<file path="config.mk">
export PLATFORM = sky130hd
export DESIGN_NAME = instr_decoder
export DESIGN_NICKNAME = d
export VERILOG_FILES = /design/src/source/simt_pkg.sv /design/src/source/instr_decoder.sv
export SDC_FILE = /design/constraint.sdc
export NUM_CORES = 1
export LEC_CHECK = 0
export ABC_AREA = 1
export BUFFER_PORTS_ARGS = -buffer_cell sky130_fd_sc_hd__buf_2
export CAP_MARGIN = 25
export CORE_ASPECT_RATIO = 1.5
export CORE_MARGIN = 3
export CORE_UTILIZATION = 48
export CTS_BUF_LIST = sky130_fd_sc_hd__clkbuf_8 sky130_fd_sc_hd__clkbuf_16
export DETAILED_ROUTE_END_ITERATION = 7
export GPL_ROUTABILITY_DRIVEN = 0
export PLACE_DENSITY = 0.84
export SLEW_MARGIN = 20
export SYNTH_ARGS = -nofsm -noshare
export SYNTH_HDL_FRONTEND = slang
export SYNTH_SLANG_ARGS = --single-unit
</file>
<file path="constraint.sdc">
create_clock -name clk -period 1.1 [get_ports clk]
set_input_delay 0.055 -clock clk [delete_from_list [all_inputs] [get_ports clk]]
set_output_delay 0.055 -clock clk [all_outputs]
set_load 0.03 [all_outputs]
</file>
<file path="src/source/simt_pkg.sv">
package simt_pkg;

    // Core geometry
    localparam int WARPS    = 2;
    localparam int LANES    = 4;
    localparam int WARP_W   = 1;
    localparam int DATA_W   = 32;
    localparam int PC_W     = 8;
    localparam int NUM_REGS = 16;

    // Instruction field widths
    localparam int REG_W = 4;
    localparam int OP_W  = 4;
    localparam int IMM_W = 20;

    // Register 0 reads zero, register 1 holds the thread id
    localparam logic [REG_W-1:0] REG_TID = 4'd1;

    localparam logic [OP_W-1:0] OP_NOP   = 4'd0;
    localparam logic [OP_W-1:0] OP_ADD   = 4'd1;
    localparam logic [OP_W-1:0] OP_SUB   = 4'd2;
    localparam logic [OP_W-1:0] OP_AND   = 4'd3;
    localparam logic [OP_W-1:0] OP_OR    = 4'd4;
    localparam logic [OP_W-1:0] OP_ADDI  = 4'd5;
    localparam logic [OP_W-1:0] OP_BNZ   = 4'd6;
    localparam logic [OP_W-1:0] OP_STORE = 4'd7;
    localparam logic [OP_W-1:0] OP_HALT  = 4'd8;

    typedef enum logic [2:0] {
        IDLE,
        FETCH,
        DECODE,
        EXECUTE,
        STORE_WAIT,
        UPDATE,
        DONE
    } warp_state_t;

    // Same word, register form or immediate form
    typedef union packed {
        struct packed {
            logic [OP_W-1:0]                    opcode;
            logic [REG_W-1:0]                   rd;
            logic [REG_W-1:0]                   rs1;
            logic [REG_W-1:0]                   rs2;
            logic [DATA_W-OP_W-3*REG_W-1:0]     unused;
        } r;
        struct packed {
            logic [OP_W-1:0]    opcode;
            logic [REG_W-1:0]   rd;
            logic [REG_W-1:0]   rs1;
            logic [IMM_W-1:0]   imm;
        } i;
    } instr_word_t;

endpackage

</file>
<file path="src/source/instr_decoder.sv">
`timescale 1ns/10ps

module instr_decoder import simt_pkg::*; (
    input  logic                clk,
    input  logic                reset,
    input  logic                decode_strobe,
    input  instr_word_t         instruction,
    output logic [OP_W-1:0]     alu_op,
    output logic [REG_W-1:0]    rd,
    output logic [REG_W-1:0]    rs1,
    output logic [REG_W-1:0]    rs2,
    output logic [DATA_W-1:0]   imm,
    output logic                reg_write,
    output logic                is_branch,
    output logic                is_store,
    output logic                is_halt
);

    logic [OP_W-1:0] opcode;
    logic imm_form;

    assign opcode   = instruction.r.opcode;
    assign imm_form = opcode inside {OP_ADDI, OP_BNZ, OP_STORE};

    always_ff @(posedge clk) begin
        if (reset) begin
            alu_op <= OP_NOP;
            reg_write <= 1'b0;
            is_branch <= 1'b0;
            is_store <= 1'b0;
            is_halt <= 1'b0;
        end else if (decode_strobe) begin
            alu_op <= opcode;
            reg_write <= opcode inside {OP_ADD, OP_SUB, OP_AND, OP_OR, OP_ADDI};
            is_branch <= (opcode == OP_BNZ);
            is_store <= (opcode == OP_STORE);
            is_halt <= (opcode == OP_HALT);
        end
    end

    always_ff @(posedge clk) begin
        if (decode_strobe) begin
            rd <= instruction.r.rd;
            rs1 <= instruction.r.rs1;
            if (imm_form) begin
                // Store data register sits in the rd slot
                rs2 <= instruction.i.rd;
                imm <= {{(DATA_W-IMM_W){instruction.i.imm[IMM_W-1]}}, instruction.i.imm};
            end else begin
                rs2 <= instruction.r.rs2;
                imm <= '0;
            end
        end
    end

endmodule

</file>
==> metrics <==
post-synth cell types 19; RSZ-0062 raised after global routing no; remaining global-route overflow 0; CP Launch Point imm[19]; Hold Crit Class input pin to flip-flop; Synth top area share 0.574; r2r startpoint alu_op[3]; Fin Setup TNS 0 ns; mapped cell area 1670 µm²; dpl cells 255; n_diodes 0; share of flip-flops with an asynchronous set or reset 0; register area share after synthesis 0.670; adder-cell share of the synthesized area 0; CP Data Required Time 1.04 ns; Area Overhead vs Synth 34.9%; Setup Crit Path Kind flip-flop to output pin; pre-CTS WS 0.0474 ns; row count 25; post-synthesis compound-gate area fraction 0.0456; cell family with most CP delay flip-flops; number of enable flip-flop cells after synthesis 32; core box area 3250 µm²; setup ws final 0.0632 ns; count leader, synth edfxtp_1; DP HPWL 2490 µm; I/O pin cnt 87; Most used DFF post-synth edfxtp_1; Clock Tree Root clkbuf_8; CTS tree done; Crit Path Max Fanout 13; Final Hold Viols 0; layout cells sized above 1 0.513; synth top area cells edfxtp_1 (57%), dfxtp_1 (9.6%), nor2_2 (6.7%); Starting Density 0.514; Clock Path Buffers 2; die width 54.2 µm; simple-gate area share of the yosys netlist 0.144; port bufs 86; first-pass GRT wire length 4640 µm; final setup violation count 0; routed length per instance 11.5 µm; Pins Over Slew Limit 0; clock-pin slew on the worst setup and hold paths 0.07 ns; FMAX 965 MHz; nets 266; register bit total from synthesis 40; Post-synth top cells edfxtp_1 (32), inv_1 (29), nor2_2 (18); htree depth 2; hold_sp reset; WL final 3120 µm; slowest stage cell, crit path edfxtp_1; fin cells 272; Tmin final 1.04 ns; Relative slew margins 0.790; DIE AREA 4240 µm²; initial antenna violation count 0; Mean Syn Cell Area 11.8 µm²; Iter 0 DRT Violations 16; synthesized instance count 142; synth warn 0; MaxCap Viol Count 0; post-CTS sizing 0; vias in the first global route 1092; Cell Pwr Density 1490 nW/µm²; crit-path max cell delay 0.36 ns; clk_lat worst skew 0.28 ns; largest family of logic cells by synthesized area simple AND/OR/NAND/NOR gates; pin count of the biggest net entering global routing 42; Via Count 1209; Setup crit end kind output pin; clk sinks 40; Peak VDD IR 1.06 mV; run status completed; Slew @ Worst Pin 0.314 ns; Buf/Inv on CP 2; DR vias/cell 4.44; post-synthesis mux area share 0; Syn Nets 177; cell taking the most area after synthesis edfxtp_1; TritonCTS Buffers 5; Layout Skew 0 ns; DIE HEIGHT 78.3 µm; CP Data Arrival Time 0.98 ns; Initial DRT Pass Iterations 4; XOR/XNOR Fraction of Synth Area 0; Leakage 0.00110 µW; Global Route Usage Sum 0.156; crit path launch type flip-flop; Post-route DRC 0; antenna violation net count after detailed routing 0; worst path cell trace buf_4 > buf_2; Final period util 0.943
-- per-stage QoR --
stage                util  cell area, µm²  hold slack [ns]  total power (µW)
floorplan               -            1670            0.154              2250
global placement    0.639            2080            0.235              2440
detailed placement  0.639            2080            0.234              2450
CTS                 0.694            2260           0.0275              3400
global route        0.694            2260           0.0400              3530
finish              0.694            2260           0.0406              3360
-- metal layers --
metal,up-vias,GRT usage,routed length [µm]
li1,609,-,-
met1,530,0.142,1010
met2,65,0.276,1670
met3,5,0.0683,389
met4,0,0.0773,51
met5,-,0,0
-- worst reg2reg max path, cell delays in order, from the launching register on --
cell and delay [ns]:
dfxtp_1 0.33, nor2_1 0.05, nor3b_1 0.16
-- timing repair --
action | 4_1_cts | 5_1_grt
endpoints found under the hold margin | 8 | 0
endpoints found under the setup margin | 13 | 0
hold buffers | 8 | 0
setup buffers | 1 | 0
-- kinds of logic after synthesis --
logic type / count (synthesis)
buffers and inverters: 46
and+or+nand+nor: 44
DFF: 40
AOI/OAI and AO/OA: 12
-- area by class of cell --
| class | instances | area (µm²) |
|---|---|---|
| Inverter | 30 | 113 |
| Clock inverter | 2 | 7.51 |
| Timing Repair Buffer | 98 | 566 |
| Fill cell | 252 | 996 |
| Sequential cell | 40 | 1120 |
| Clock buffer | 6 | 82.6 |
| Tap cell | 40 | 50.0 |
| Multi-Input combinational cell | 56 | 318 |
-- report_power, final --
part	switching [µW]	internal, µW
Combinational	456	205
Sequential	28.6	1750
Clock	430	492
Total	914	2440
-- sequential cells by signal, summed over array words and instances, names as in the netlist --
| register | count |
|---|---|
| is_store | 1 |
| is_halt | 1 |
| alu_op | 4 |
| rs1 | 4 |
| reg_write | 1 |
| rd | 4 |
| is_branch | 1 |
| imm | 20 |
| rs2 | 4 |
-- final timing paths --
check                   end  slack [ns]  cells after the start
setup reg to reg  alu_op[3]        0.49                      2
hold / removal    is_branch        0.04                      2
hold reg to reg    is_store        0.47                      2
setup / recovery    imm[28]        0.06                      2
-- placed cells by master (no fill, tap or decap), drive strengths merged --
cell type,n
o21ai,5
buf,90
edfxtp,32
a21oi,5
nor2,26
dlygate4sd3,8
a211oi,2
clkbuf,6
nand3,2
dfxtp,8
nor3b,1
nand4,1
nand2,14
inv,32
Power figures use the tool's default switching activity.
