[config.mk]
export PLATFORM = sky130hd
export DESIGN_NAME = warp_scheduler
export DESIGN_NICKNAME = d
export VERILOG_FILES = /design/src/source/simt_pkg.sv /design/src/source/warp_scheduler.sv
export SDC_FILE = /design/constraint.sdc
export NUM_CORES = 1
export LEC_CHECK = 0
export BUFFER_PORTS_ARGS = -buffer_cell sky130_fd_sc_hd__buf_4
export CELL_PAD_IN_SITES_DETAIL_PLACEMENT = 1
export CELL_PAD_IN_SITES_GLOBAL_PLACEMENT = 1
export CORE_MARGIN = 8
export CORE_UTILIZATION = 38
export DETAILED_ROUTE_END_ITERATION = 10
export GPL_TIMING_DRIVEN = 0
export PLACE_DENSITY = 0.77
export RECOVER_POWER = 25
export REMOVE_ABC_BUFFERS = 1
export SLEW_MARGIN = 30
export SYNTH_ARGS = -nofsm -noshare
export SYNTH_HDL_FRONTEND = slang
export SYNTH_SLANG_ARGS = --single-unit
[constraint.sdc]
create_clock -name clk -period 3.65 [get_ports clk]
set_input_delay 0.73 -clock clk [delete_from_list [all_inputs] [get_ports clk]]
set_output_delay 0.73 -clock clk [all_outputs]
set_load 0.03 [all_outputs]
[src/source/simt_pkg.sv]
package simt_pkg;

    // Core geometry
    localparam int WARPS    = 2;
    localparam int LANES    = 4;
    localparam int WARP_W   = 1;
    localparam int DATA_W   = 32;
    localparam int PC_W     = 8;
    localparam int NUM_REGS = 16;

    // Instruction field widths
    localparam int REG_W = 4;
    localparam int OP_W  = 4;
    localparam int IMM_W = 20;

    // Register 0 reads zero, register 1 holds the thread id
    localparam logic [REG_W-1:0] REG_TID = 4'd1;

    localparam logic [OP_W-1:0] OP_NOP   = 4'd0;
    localparam logic [OP_W-1:0] OP_ADD   = 4'd1;
    localparam logic [OP_W-1:0] OP_SUB   = 4'd2;
    localparam logic [OP_W-1:0] OP_AND   = 4'd3;
    localparam logic [OP_W-1:0] OP_OR    = 4'd4;
    localparam logic [OP_W-1:0] OP_ADDI  = 4'd5;
    localparam logic [OP_W-1:0] OP_BNZ   = 4'd6;
    localparam logic [OP_W-1:0] OP_STORE = 4'd7;
    localparam logic [OP_W-1:0] OP_HALT  = 4'd8;

    typedef enum logic [2:0] {
        IDLE,
        FETCH,
        DECODE,
        EXECUTE,
        STORE_WAIT,
        UPDATE,
        DONE
    } warp_state_t;

    // Same word, register form or immediate form
    typedef union packed {
        struct packed {
            logic [OP_W-1:0]                    opcode;
            logic [REG_W-1:0]                   rd;
            logic [REG_W-1:0]                   rs1;
            logic [REG_W-1:0]                   rs2;
            logic [DATA_W-OP_W-3*REG_W-1:0]     unused;
        } r;
        struct packed {
            logic [OP_W-1:0]    opcode;
            logic [REG_W-1:0]   rd;
            logic [REG_W-1:0]   rs1;
            logic [IMM_W-1:0]   imm;
        } i;
    } instr_word_t;

endpackage

[src/source/warp_scheduler.sv]
`timescale 1ns/10ps

module warp_scheduler import simt_pkg::*; (
    input  logic                clk,
    input  logic                reset,
    input  logic                start,
    input  logic [PC_W-1:0]     base_pc,
    input  logic                fetch_done,
    input  logic [WARP_W-1:0]   fetch_warp,
    input  logic                is_branch,
    input  logic                is_store,
    input  logic                is_halt,
    input  logic [DATA_W-1:0]   imm,
    input  logic                branch_taken,
    input  logic                store_busy,
    output logic [WARPS-1:0]    fetch_request,
    output logic [PC_W-1:0]     warp_pc [WARPS],
    output logic [WARP_W-1:0]   current_warp,
    output logic                decode_strobe,
    output logic                exec_strobe,
    output logic                store_strobe,
    output logic                done
);

    warp_state_t state [WARPS];
    warp_state_t cur_state;
    logic [PC_W-1:0] next_pc;
    logic all_done;
    logic [WARP_W-1:0] pick;
    logic pick_valid;

    assign cur_state     = state[current_warp];
    assign decode_strobe = (cur_state == DECODE);
    assign exec_strobe   = (cur_state == EXECUTE);
    assign store_strobe  = exec_strobe && is_store;

    always_comb begin
        all_done = 1'b1;
        for (int w = 0; w < WARPS; w++) begin
            fetch_request[w] = (state[w] == FETCH);
            if (state[w] != DONE) all_done = 1'b0;
        end
    end

    // Nearest warp after the current one that waits for the execute slot
    always_comb begin
        int idx;
        pick = current_warp;
        pick_valid = 1'b0;
        for (int i = WARPS; i >= 1; i--) begin
            idx = (int'(current_warp) + i) % WARPS;
            if (!(state[idx] inside {IDLE, FETCH, DONE})) begin
                pick = idx[WARP_W-1:0];
                pick_valid = 1'b1;
            end
        end
    end

    always_ff @(posedge clk) begin
        if (reset) begin
            for (int w = 0; w < WARPS; w++) state[w] <= IDLE;
            current_warp <= '0;
            done <= 1'b0;
        end else if (start) begin
            for (int w = 0; w < WARPS; w++) state[w] <= FETCH;
            current_warp <= '0;
            done <= 1'b0;
        end else begin
            done <= all_done;
            // Fetches complete in parallel with execution
            if (fetch_done && state[fetch_warp] == FETCH) state[fetch_warp] <= DECODE;
            if ((cur_state == UPDATE || cur_state == DONE) && pick_valid) current_warp <= pick;
            case (cur_state)
                DECODE:     state[current_warp] <= EXECUTE;
                EXECUTE:    state[current_warp] <= is_store ? STORE_WAIT : UPDATE;
                STORE_WAIT: if (!store_busy) state[current_warp] <= UPDATE;
                UPDATE:     state[current_warp] <= is_halt ? DONE : FETCH;
                default: ;
            endcase
        end
    end

    // Branch outcome is only valid in EXECUTE, so the target is kept until UPDATE
    always_ff @(posedge clk) begin
        if (start) begin
            for (int w = 0; w < WARPS; w++) warp_pc[w] <= base_pc;
        end else if (cur_state == UPDATE) begin
            warp_pc[current_warp] <= next_pc;
        end
        if (exec_strobe) begin
            if (is_branch && branch_taken) next_pc <= warp_pc[current_warp] + imm[PC_W-1:0];
            else next_pc <= warp_pc[current_warp] + PC_W'(1);
        end
    end

endmodule

==> out/metrics.yaml <==
worst_setup_path:
  setup.worst_path.start: "state[0][2]"
  cp-start-kind: "flop"
  rr_startpoint: "current_warp"
  crit_required_ns: 2.92
  worstPathMaxFanout: 11
  worstPathArrival_ns: 2.11
  setup.worst_path.end_class: "primary output"
  worst-setup-path-type: "reg2out"
logic_synthesis:
  synth_area_leaders: "edfxtp_1 45%, a22o_1 6.9%, mux2_2 4.5%"
  synth_top_area_share: 0.4461
  synth_commonest_cells: "30 x edfxtp_1, 16 x a22o_1, 8 x mux2_2, 8 x nor2_1"
  post-synth-top-area-cell: "edfxtp_1"
  ys_ff_latch: 33
  yosysUniqueCellTypes: 45
  netlist_instances: 173
  async_reset_ff_frac: 0
  ys_seq_area_frac: 0.4758
  avgSynthCellArea_sq_um: 11.67
  yosysWarnings: 0
  synthesis.area_sq_mm: 0.002019
  synth_edf_count: 30
  synth_most_common_cell: "edfxtp_1"
  synth_flop_cell: "edfxtp_1"
routing:
  wl_mm: 5.362
  first_pass_iters: 4
  drc_errors: 0
  drt_iter0_markers: 36
  num_vias: 1542
  drtAntennaViolNets: 0
  wl_per_cell_um: 18.49
  viasPerCell: 5.317
clocking:
  hold_buffers: 0
  postCtsSetupBuffers: 0
  clkTransAtPathRegs_ns: 0.07
  insertion_delay_ns: 0.29
  cts.htree.levels: 2
  cts_made_buffers: 5
  cts.sinks: 33
  cts_buffer_depth: 2
  cts_root_buf: "clkbuf_8"
  post_cts_resize_count: 0
  cts_tree: "done"
cells_and_area:
  antenna_cells: 0
  fin_area_sq_mm: 0.002442
  multi_input_area_sq_um: 989.7
  fillCellCount: 606
  layout-drive-gt1-share: 0.2364
  seq_area_sq_um: 960.9
  final_cells: 290
  syn_to_final_growth_pct: 20.94
  final_nets: 277
sta:
  finalSetupViolCount: 0
  rsz0062_at_grt: "false"
  slew_headroom: 0.4420
  fin_tns_setup_ns: 0
  drv_slew: 0
  period_share: 0.7786
  tightest_slew_ns: 0.8370
  fmaxAchievable_ghz: 0.3519
  hold_violations: 0
  fin_crit_ns: 2.842
  skew_ns: 0.005187
grt:
  grt_max_degree: 24
  grt_usage: 0.1462
  antenna_found_initial: 0
  grt_pass1_vias: 1675
  overflow: 0
  grt_pass1_wl_mm: 8.618
place:
  gp_congestion: 0.8475
  dp_cells: 282
  port_buffers: 48
  post_dp_cell_area_sq_mm: 0.002425
  dpl.hpwl_mm: 4.123
status:
  status: "complete, no violations"
die:
  core-area_sq_mm: 0.005107
  ios: 73
  die_w_um: 88.90
  rows: 26
  initial_core_util: 0.3954
  fp.dieH_um: 88.90
  dieArea_sq_mm: 0.007903
run:
  maxCapViolations: 0
power_and_ir_drop:
  ir_worst_vdd_v: 0.0001572
  leakage_nw: 0.9597
  pwr_density_cell_mw_per_mm2: 377.1
worst_hold_path:
  hp-start: "next_pc[4]"
  min_path_type: "reg2reg"
-- placed cells by master, fill, tap and decap left out, types with 2 or more instances in the layout --
cell type	synthesis	layout
clkbuf_8	0	5
mux2i_1	2	2
and4bb_2	2	2
a21oi_1	7	7
and3_1	7	7
edfxtp_1	30	30
o211ai_1	2	2
ha_1	7	7
nor2_1	8	8
nor3b_1	2	2
o21ai_0	5	5
o21bai_1	3	3
nor2b_1	2	2
nand2b_1	4	4
xor2_1	3	3
nand2_1	4	4
a22o_1	16	16
nor3_1	5	5
xnor2_1	5	5
or2_0	0	2
and4b_1	2	2
clkinv_1	0	2
nand3b_1	6	6
mux2_2	8	8
dfxtp_1	3	3
buf_4	0	31
clkbuf_1	6	17
inv_1	7	7
nand3_1	6	6
-- stage by stage --
step	worst slack, ns	utilization	power, mW	hold WS, ns
2_1_floorplan	1.000	-	0.5946	0.5380
3_3_place_gp	0.8359	0.4748	0.6733	0.5466
3_5_place_dp	0.8024	0.4748	0.6798	0.5550
4_1_cts	0.8001	0.4907	0.9399	0.5718
5_1_grt	0.6322	0.4782	0.9677	0.5891
6_report	0.8082	0.4782	0.9211	0.5720
-- state kept, by name (all words and copies together) (netlist names), named ones only --
| signal | cells |
|---|---|
| warp_pc | 16 |
| next_pc | 8 |
| state | 6 |
| current_warp | 1 |
| done | 1 |
-- where the power goes --
part	total, mW	internal [mW]	switching, mW
clock network	0.261	0.128	0.133
logic	0.196	0.0822	0.114
registers	0.464	0.443	0.0205
-- cell type report --
class	instances	share of cell area
clock buffer	5	0.02818
clock inverter	3	0.005123
inverter	7	0.01076
multi-input combinational	124	0.4052
sequential	33	0.3934
tap	70	0.03586
timing repair buffer	48	0.1214
-- path summary, 6_finish.rpt --
kind	slack, ns	to	cells past startpoint
max	0.81	exec_strobe	3
min reg2reg	0.57	warp_pc[4]	1
min	0.57	warp_pc[4]	1
max reg2reg	0.82	next_pc[6]	7
-- critical path, stage by stage (launching register included) --
cell and delay [ns]:
edfxtp_1 0.52, and4bb_2 0.35, or2_0 0.65, buf_4 0.30
-- layer usage --
| metal | GRT usage | part of all wire | up-vias |
|---|---|---|---|
| li1 | - | - | 754 |
| met1 | 0.1834 | 0.48 | 745 |
| met2 | 0.2298 | 0.47 | 33 |
| met3 | 0.03309 | 0.028 | 10 |
| met4 | 0.07373 | 0.022 | 0 |
| met5 | 0 | 0 | - |
-- logic make-up (layout without fill, tap and decap cells) --
family                   count (synthesis)  after routing  synth area share
buffers and inverters                   16             63           0.03407
AO/OA/AOI/OAI                           43             43            0.1735
AND/OR/NAND/NOR                         53             53            0.1611
flip-flops                              33             33            0.4758
adder cells (fa/ha/maj)                  8              8           0.05328
XOR/XNOR                                 8              8           0.03470
multiplexers                            12             12           0.06753
Note: power is estimated with default switching activity, not from simulation.
