$ cat src/source/simt_pkg.sv
package simt_pkg;

    // Core geometry
    localparam int WARPS    = 2;
    localparam int LANES    = 4;
    localparam int WARP_W   = 1;
    localparam int DATA_W   = 32;
    localparam int PC_W     = 8;
    localparam int NUM_REGS = 16;

    // Instruction field widths
    localparam int REG_W = 4;
    localparam int OP_W  = 4;
    localparam int IMM_W = 20;

    // Register 0 reads zero, register 1 holds the thread id
    localparam logic [REG_W-1:0] REG_TID = 4'd1;

    localparam logic [OP_W-1:0] OP_NOP   = 4'd0;
    localparam logic [OP_W-1:0] OP_ADD   = 4'd1;
    localparam logic [OP_W-1:0] OP_SUB   = 4'd2;
    localparam logic [OP_W-1:0] OP_AND   = 4'd3;
    localparam logic [OP_W-1:0] OP_OR    = 4'd4;
    localparam logic [OP_W-1:0] OP_ADDI  = 4'd5;
    localparam logic [OP_W-1:0] OP_BNZ   = 4'd6;
    localparam logic [OP_W-1:0] OP_STORE = 4'd7;
    localparam logic [OP_W-1:0] OP_HALT  = 4'd8;

    typedef enum logic [2:0] {
        IDLE,
        FETCH,
        DECODE,
        EXECUTE,
        STORE_WAIT,
        UPDATE,
        DONE
    } warp_state_t;

    // Same word, register form or immediate form
    typedef union packed {
        struct packed {
            logic [OP_W-1:0]                    opcode;
            logic [REG_W-1:0]                   rd;
            logic [REG_W-1:0]                   rs1;
            logic [REG_W-1:0]                   rs2;
            logic [DATA_W-OP_W-3*REG_W-1:0]     unused;
        } r;
        struct packed {
            logic [OP_W-1:0]    opcode;
            logic [REG_W-1:0]   rd;
            logic [REG_W-1:0]   rs1;
            logic [IMM_W-1:0]   imm;
        } i;
    } instr_word_t;

endpackage

$ cat src/source/vector_exec.sv
`timescale 1ns/10ps

module vector_exec import simt_pkg::*; (
    input  logic                clk,
    input  logic                reset,
    input  logic                exec_strobe,
    input  logic                store_strobe,
    input  logic [OP_W-1:0]     alu_op,
    input  logic [DATA_W-1:0]   imm,
    input  logic                reg_write,
    input  logic [DATA_W-1:0]   rs1_data [LANES],
    input  logic [DATA_W-1:0]   rs2_data [LANES],
    output logic                write_enable,
    output logic [DATA_W-1:0]   write_data [LANES],
    output logic                branch_taken,
    output logic                store_busy,
    output logic [LANES-1:0]    dmem_write_valid,
    output logic [DATA_W-1:0]   dmem_write_address [LANES],
    output logic [DATA_W-1:0]   dmem_write_data [LANES],
    input  logic [LANES-1:0]    dmem_write_ready
);

    assign write_enable = exec_strobe && reg_write;
    // Lane 0 decides for the whole warp
    assign branch_taken = (rs1_data[0] != '0);
    assign store_busy   = |dmem_write_valid;

    always_comb begin
        for (int l = 0; l < LANES; l++) begin
            case (alu_op)
                OP_ADD:  write_data[l] = rs1_data[l] + rs2_data[l];
                OP_SUB:  write_data[l] = rs1_data[l] - rs2_data[l];
                OP_AND:  write_data[l] = rs1_data[l] & rs2_data[l];
                OP_OR:   write_data[l] = rs1_data[l] | rs2_data[l];
                OP_ADDI: write_data[l] = rs1_data[l] + imm;
                default: write_data[l] = '0;
            endcase
        end
    end

    // One write requester per lane, each released by its own ready
    always_ff @(posedge clk) begin
        for (int l = 0; l < LANES; l++) begin
            if (reset) dmem_write_valid[l] <= 1'b0;
            else if (store_strobe) dmem_write_valid[l] <= 1'b1;
            else if (dmem_write_valid[l] && dmem_write_ready[l]) dmem_write_valid[l] <= 1'b0;
        end
    end

    always_ff @(posedge clk) begin
        if (store_strobe) begin
            for (int l = 0; l < LANES; l++) begin
                dmem_write_address[l] <= rs1_data[l] + imm;
                dmem_write_data[l] <= rs2_data[l];
            end
        end
    end

endmodule

$ cat config.mk
export PLATFORM = sky130hd
export DESIGN_NAME = vector_exec
export DESIGN_NICKNAME = d
export VERILOG_FILES = /design/src/source/simt_pkg.sv /design/src/source/vector_exec.sv
export SDC_FILE = /design/constraint.sdc
export NUM_CORES = 1
export LEC_CHECK = 0
export BUFFER_PORTS_ARGS = -buffer_cell sky130_fd_sc_hd__buf_4
export CORE_AREA = 2 2 273 275
export CTS_CLUSTER_DIAMETER = 120
export DETAILED_ROUTE_END_ITERATION = 7
export DIE_AREA = 0 0 275 277
export PLACE_DENSITY = 0.61
export SLEW_MARGIN = 10
export SYNTH_ARGS = -nofsm -noshare
export SYNTH_HDL_FRONTEND = slang
export SYNTH_SLANG_ARGS = --single-unit
$ cat constraint.sdc
create_clock -name clk -period 4.1 [get_ports clk]
set_input_delay 0 -clock clk [delete_from_list [all_inputs] [get_ports clk]]
set_output_delay 0 -clock clk [all_outputs]
set_load 0.02 [all_outputs]
==> impl_results.md <==
- Die W: ~280 um
- Hold/Removal Path Class: in2reg
- Routability cong.: between 0.9 and 1
- Max Cap Viol: 0
- Row cnt: 100
- CTS Sinks: between 200 and 300
- Period utilisation layout: a little over nine tenths
- Largest net degree at the start of global routing: 93
- Leak: approximately 17 nW
- Setup crit end kind: output port
- Crit-path max cell delay: around 540 ps
- CP max stage cell: dlygate4sd3_1
- Clk root buf: clkbuf_16
- Sw frac: 38.5%
- Syn_nets: 3,736
- TritonCTS clock tree: built
- Sequential area share after synthesis: 28.8%
- Initial Util: between 30% and 40%
- Placed Cells: 4,944
- Post-Layout Cell Count: 5,199
- Worst r2r src: dmem_write_valid[0]$_SDFFE_PP0P_
- Gr ovfl total: 0
- Post-Route WL: between 100,000 and 150,000 um
- Slew of the pin with the lowest slew margin: ~900 ps
- Layout Skew: 0 ps
- CP max FO: 7
- Final core utilization: between 50% and 60%
- Cells after Synth: between 3,000 and 4,000
- Peak supply drop: roughly 0.31 mV
- Buffers added on ports: 691
- Crit Path Category: in2out
- Crit path required time: ~4100 ps
- Clock buffer depth: 3
- Crit path cell chain: dlygate4sd3_1, buf_4, nor3_2, nand2_1, buf_4, nand2_1, xor2_1, ha_1, and3_1, a221oi_4, o31ai_4, a211o_1, buf_4, xor2_1, a222oi_1, nand2_1, buf_4
- Register area: between 0.007 and 0.008 sq mm
- Nets: approximately 4,800
- Count of cell types in the netlist: 95
- Max frequency: between 0.2 and 0.25 GHz
- #FFs+latches synth: 260
- Number of top-level pins: about 700
- Slew margin rel.: 38.6%
- Crit path launch type: primary input
- Ys async rst share: 0%
- CTS buffer count: 36
- PwrDens: about 320 mW/mm^2
- Outcome: finished clean
- Routed vias/inst: about 5.7
- NetSw: roughly 0.0047 W
- Area delta synth->final: 43.0%
- CP most frequent cell: buf_4
- Power Internal: between 0.007 and 0.008 W
- Setup violators final: 0
- DR pass1 iterations: 8
- Final Max Slew Viols: 0
- Worst-Skew Late Latency: between 500 and 600 ps
- Global-route wire length before repair: between 150,000 and 200,000 um
- Core area: 0.0736 sq mm
- Die Y: 277 um
- CP Launch Point: rs2_data[6]
- Logic gate share of total power: 47.2%
- H-Tree Depth: 2
- Die area: roughly 0.076 sq mm
- Syn_area_per_cell: between 8 and 9 sq um
- Initial DRC count: ~2,500
- Seq pwr share: 28.2%
- Fillers: between 6,000 and 7,000
- Tmin final: between 4000 and 5000 ps
- WL per Instance: between 20 and 25 um
- Min-Delay Startpoint: rs1_data[81]
- DR vias: ~30,000
- Post-DP HPWL: around 95,000 um
- Synthesized cell area: 0.0270 sq mm
- Area of the multi-input gates: between 0.015 and 0.02 sq mm
- Total track usage: 30.3%
- Reg clk slew, reported paths: approximately 50 ps
- Synth Flop Type: edfxtp_1
- Synth warn: 0
- Clk pwr share: 24.6%
- Share of post-route cells with drive strength above 1: between 20 and 30%
- Final Hold Vio Count: 0
- DRT antenna net count: 0
- Post-synth EDFFs: between 200 and 300
- DRC viols: 0
- Vias in the first global route: 28,900
- WP data arrival: between 4000 and 5000 ps
- Initial antenna violation count: 11
==> cell usage in the layout, fill, tap and decap left out, types with 26 or more instances in the layout <==
cell and instances:
nand4_1 36, nand3_1 61, ha_1 255, o21ai_0 152, nor2b_1 31, nor2_1 165, a21oi_1 267, nand2b_1 40
a31oi_1 31, o31ai_1 26, clkbuf_16 38, o21ai_1 36, o21a_1 31, inv_1 86, dlygate4sd3_1 177, a21o_1 110
edfxtp_1 256, xor2_1 137, xnor2_1 204, nor3_1 46, o21bai_1 35, buf_4 936, nand2_1 468, a222oi_1 79
==> state kept, by name, indices dropped and copies added, names as in the netlist <==
register,cells
dmem_write_valid,4
dmem_write_address,128
dmem_write_data,128
==> kinds of logic after synthesis <==
kind of cell / after synthesis / share of synthesized area [%]
compound gates: 1035 / 25.9
xor+xnor: 342 / 11.1
fa+ha+maj: 268 / 12.6
buf+inv: 222 / 3.30
flops: 260 / 28.8
mux: 16 / 0.598
simple gates: 1024 / 17.7
==> synthesized netlist by cell type, drive strengths merged (26+ instances only) <==
cell type,instances,area share [%]
nor2b,32,0.74
nand2b,41,0.95
inv,88,1.2
a222oi,79,2.9
xnor2,205,6.7
nor2,174,2.4
edfxtp,256,28
nor3,57,1.1
nand3,66,1.2
clkbuf,123,1.9
o21ai,196,3.6
a21oi,282,5.2
xor2,137,4.4
o21a,31,0.86
nand2,475,6.6
and3,26,0.62
o31ai,36,1.0
a21o,110,3.1
a31oi,38,0.96
nand4,36,0.83
ha,260,12
o21bai,35,0.97
==> power by group through the flow <==
stage / Sequential, W / Combinational (W) / Clock (W)
floorplan: 0.00389 / 0.00262 / 0
global placement: 0.00350 / 0.00539 / 0
detailed placement: 0.00350 / 0.00540 / 0
CTS: 0.00345 / 0.00560 / 0.00308
global route: 0.00348 / 0.00617 / 0.00314
finish: 0.00345 / 0.00577 / 0.00301
==> repair_timing <==
item	CTS	global route
buffers inserted	2	13
hold buffers	177	1
pin swaps	13	65
hold endpoints to repair	246	1
setup endpoints to repair	15	47
cloned	0	0
resized for setup	33	131
==> routing by layer <==
| metal | up-vias | GRT usage [%] | share of wire [%] |
|---|---|---|---|
| met5 | - | 0 | 0.049 |
| met4 | 8 | 14.0 | 4.7 |
| met3 | 249 | 5.39 | 7.5 |
| met2 | 1266 | 52.8 | 49 |
| met1 | 14200 | 35.9 | 39 |
| li1 | 14100 | - | - |
==> per-stage QoR <==
stage | instance area (sq um) | hold WS [ps] | setup TNS [ps] | setup slack, ps | total power (W)
after floorplan | 27000 | 72.4 | 0 | 184 | 0.00650
after global placement | 34900 | 196 | -1500 | -268 | 0.00889
after detailed placement | 34900 | 199 | -1410 | -259 | 0.00890
after CTS | 37900 | 2.01 | 0 | 2.80 | 0.0121
after global routing | 38600 | 42.7 | -176 | -63.3 | 0.0128
final | 38600 | 40.9 | 0 | 54.5 | 0.0122
==> path summary, 6_finish.rpt <==
path | to | slack (ps) | depth (start not counted)
max | write_data[25] | 50 | 17
min | dmem_write_address[81]$_DFFE_PP_ | 40 | 3
max reg2reg | dmem_write_valid[0]$_SDFFE_PP0P_ | 2940 | 3
min reg2reg | dmem_write_valid[2]$_SDFFE_PP0P_ | 530 | 2
==> critical path, delay by kind of cell <==
kind	cells	cell delay (ps)
XOR/XNOR	2	300
AND/OR/NAND/NOR	5	920
AO/OA/AOI/OAI	4	1210
adder cells (fa/ha/maj)	1	340
buffers and inverters	5	1270
==> cell type report <==
cell class / instances / share of cell area [%]
multi-input combinational: 2685 / 49.4
timing repair buffer: 1132 / 23.6
clock inverter: 17 / 0.330
tap: 969 / 3.14
sequential: 260 / 20.1
antenna: 6 / 0.0389
inverter: 88 / 0.855
clock buffer: 42 / 2.50
(Power assumes the default switching activity.)
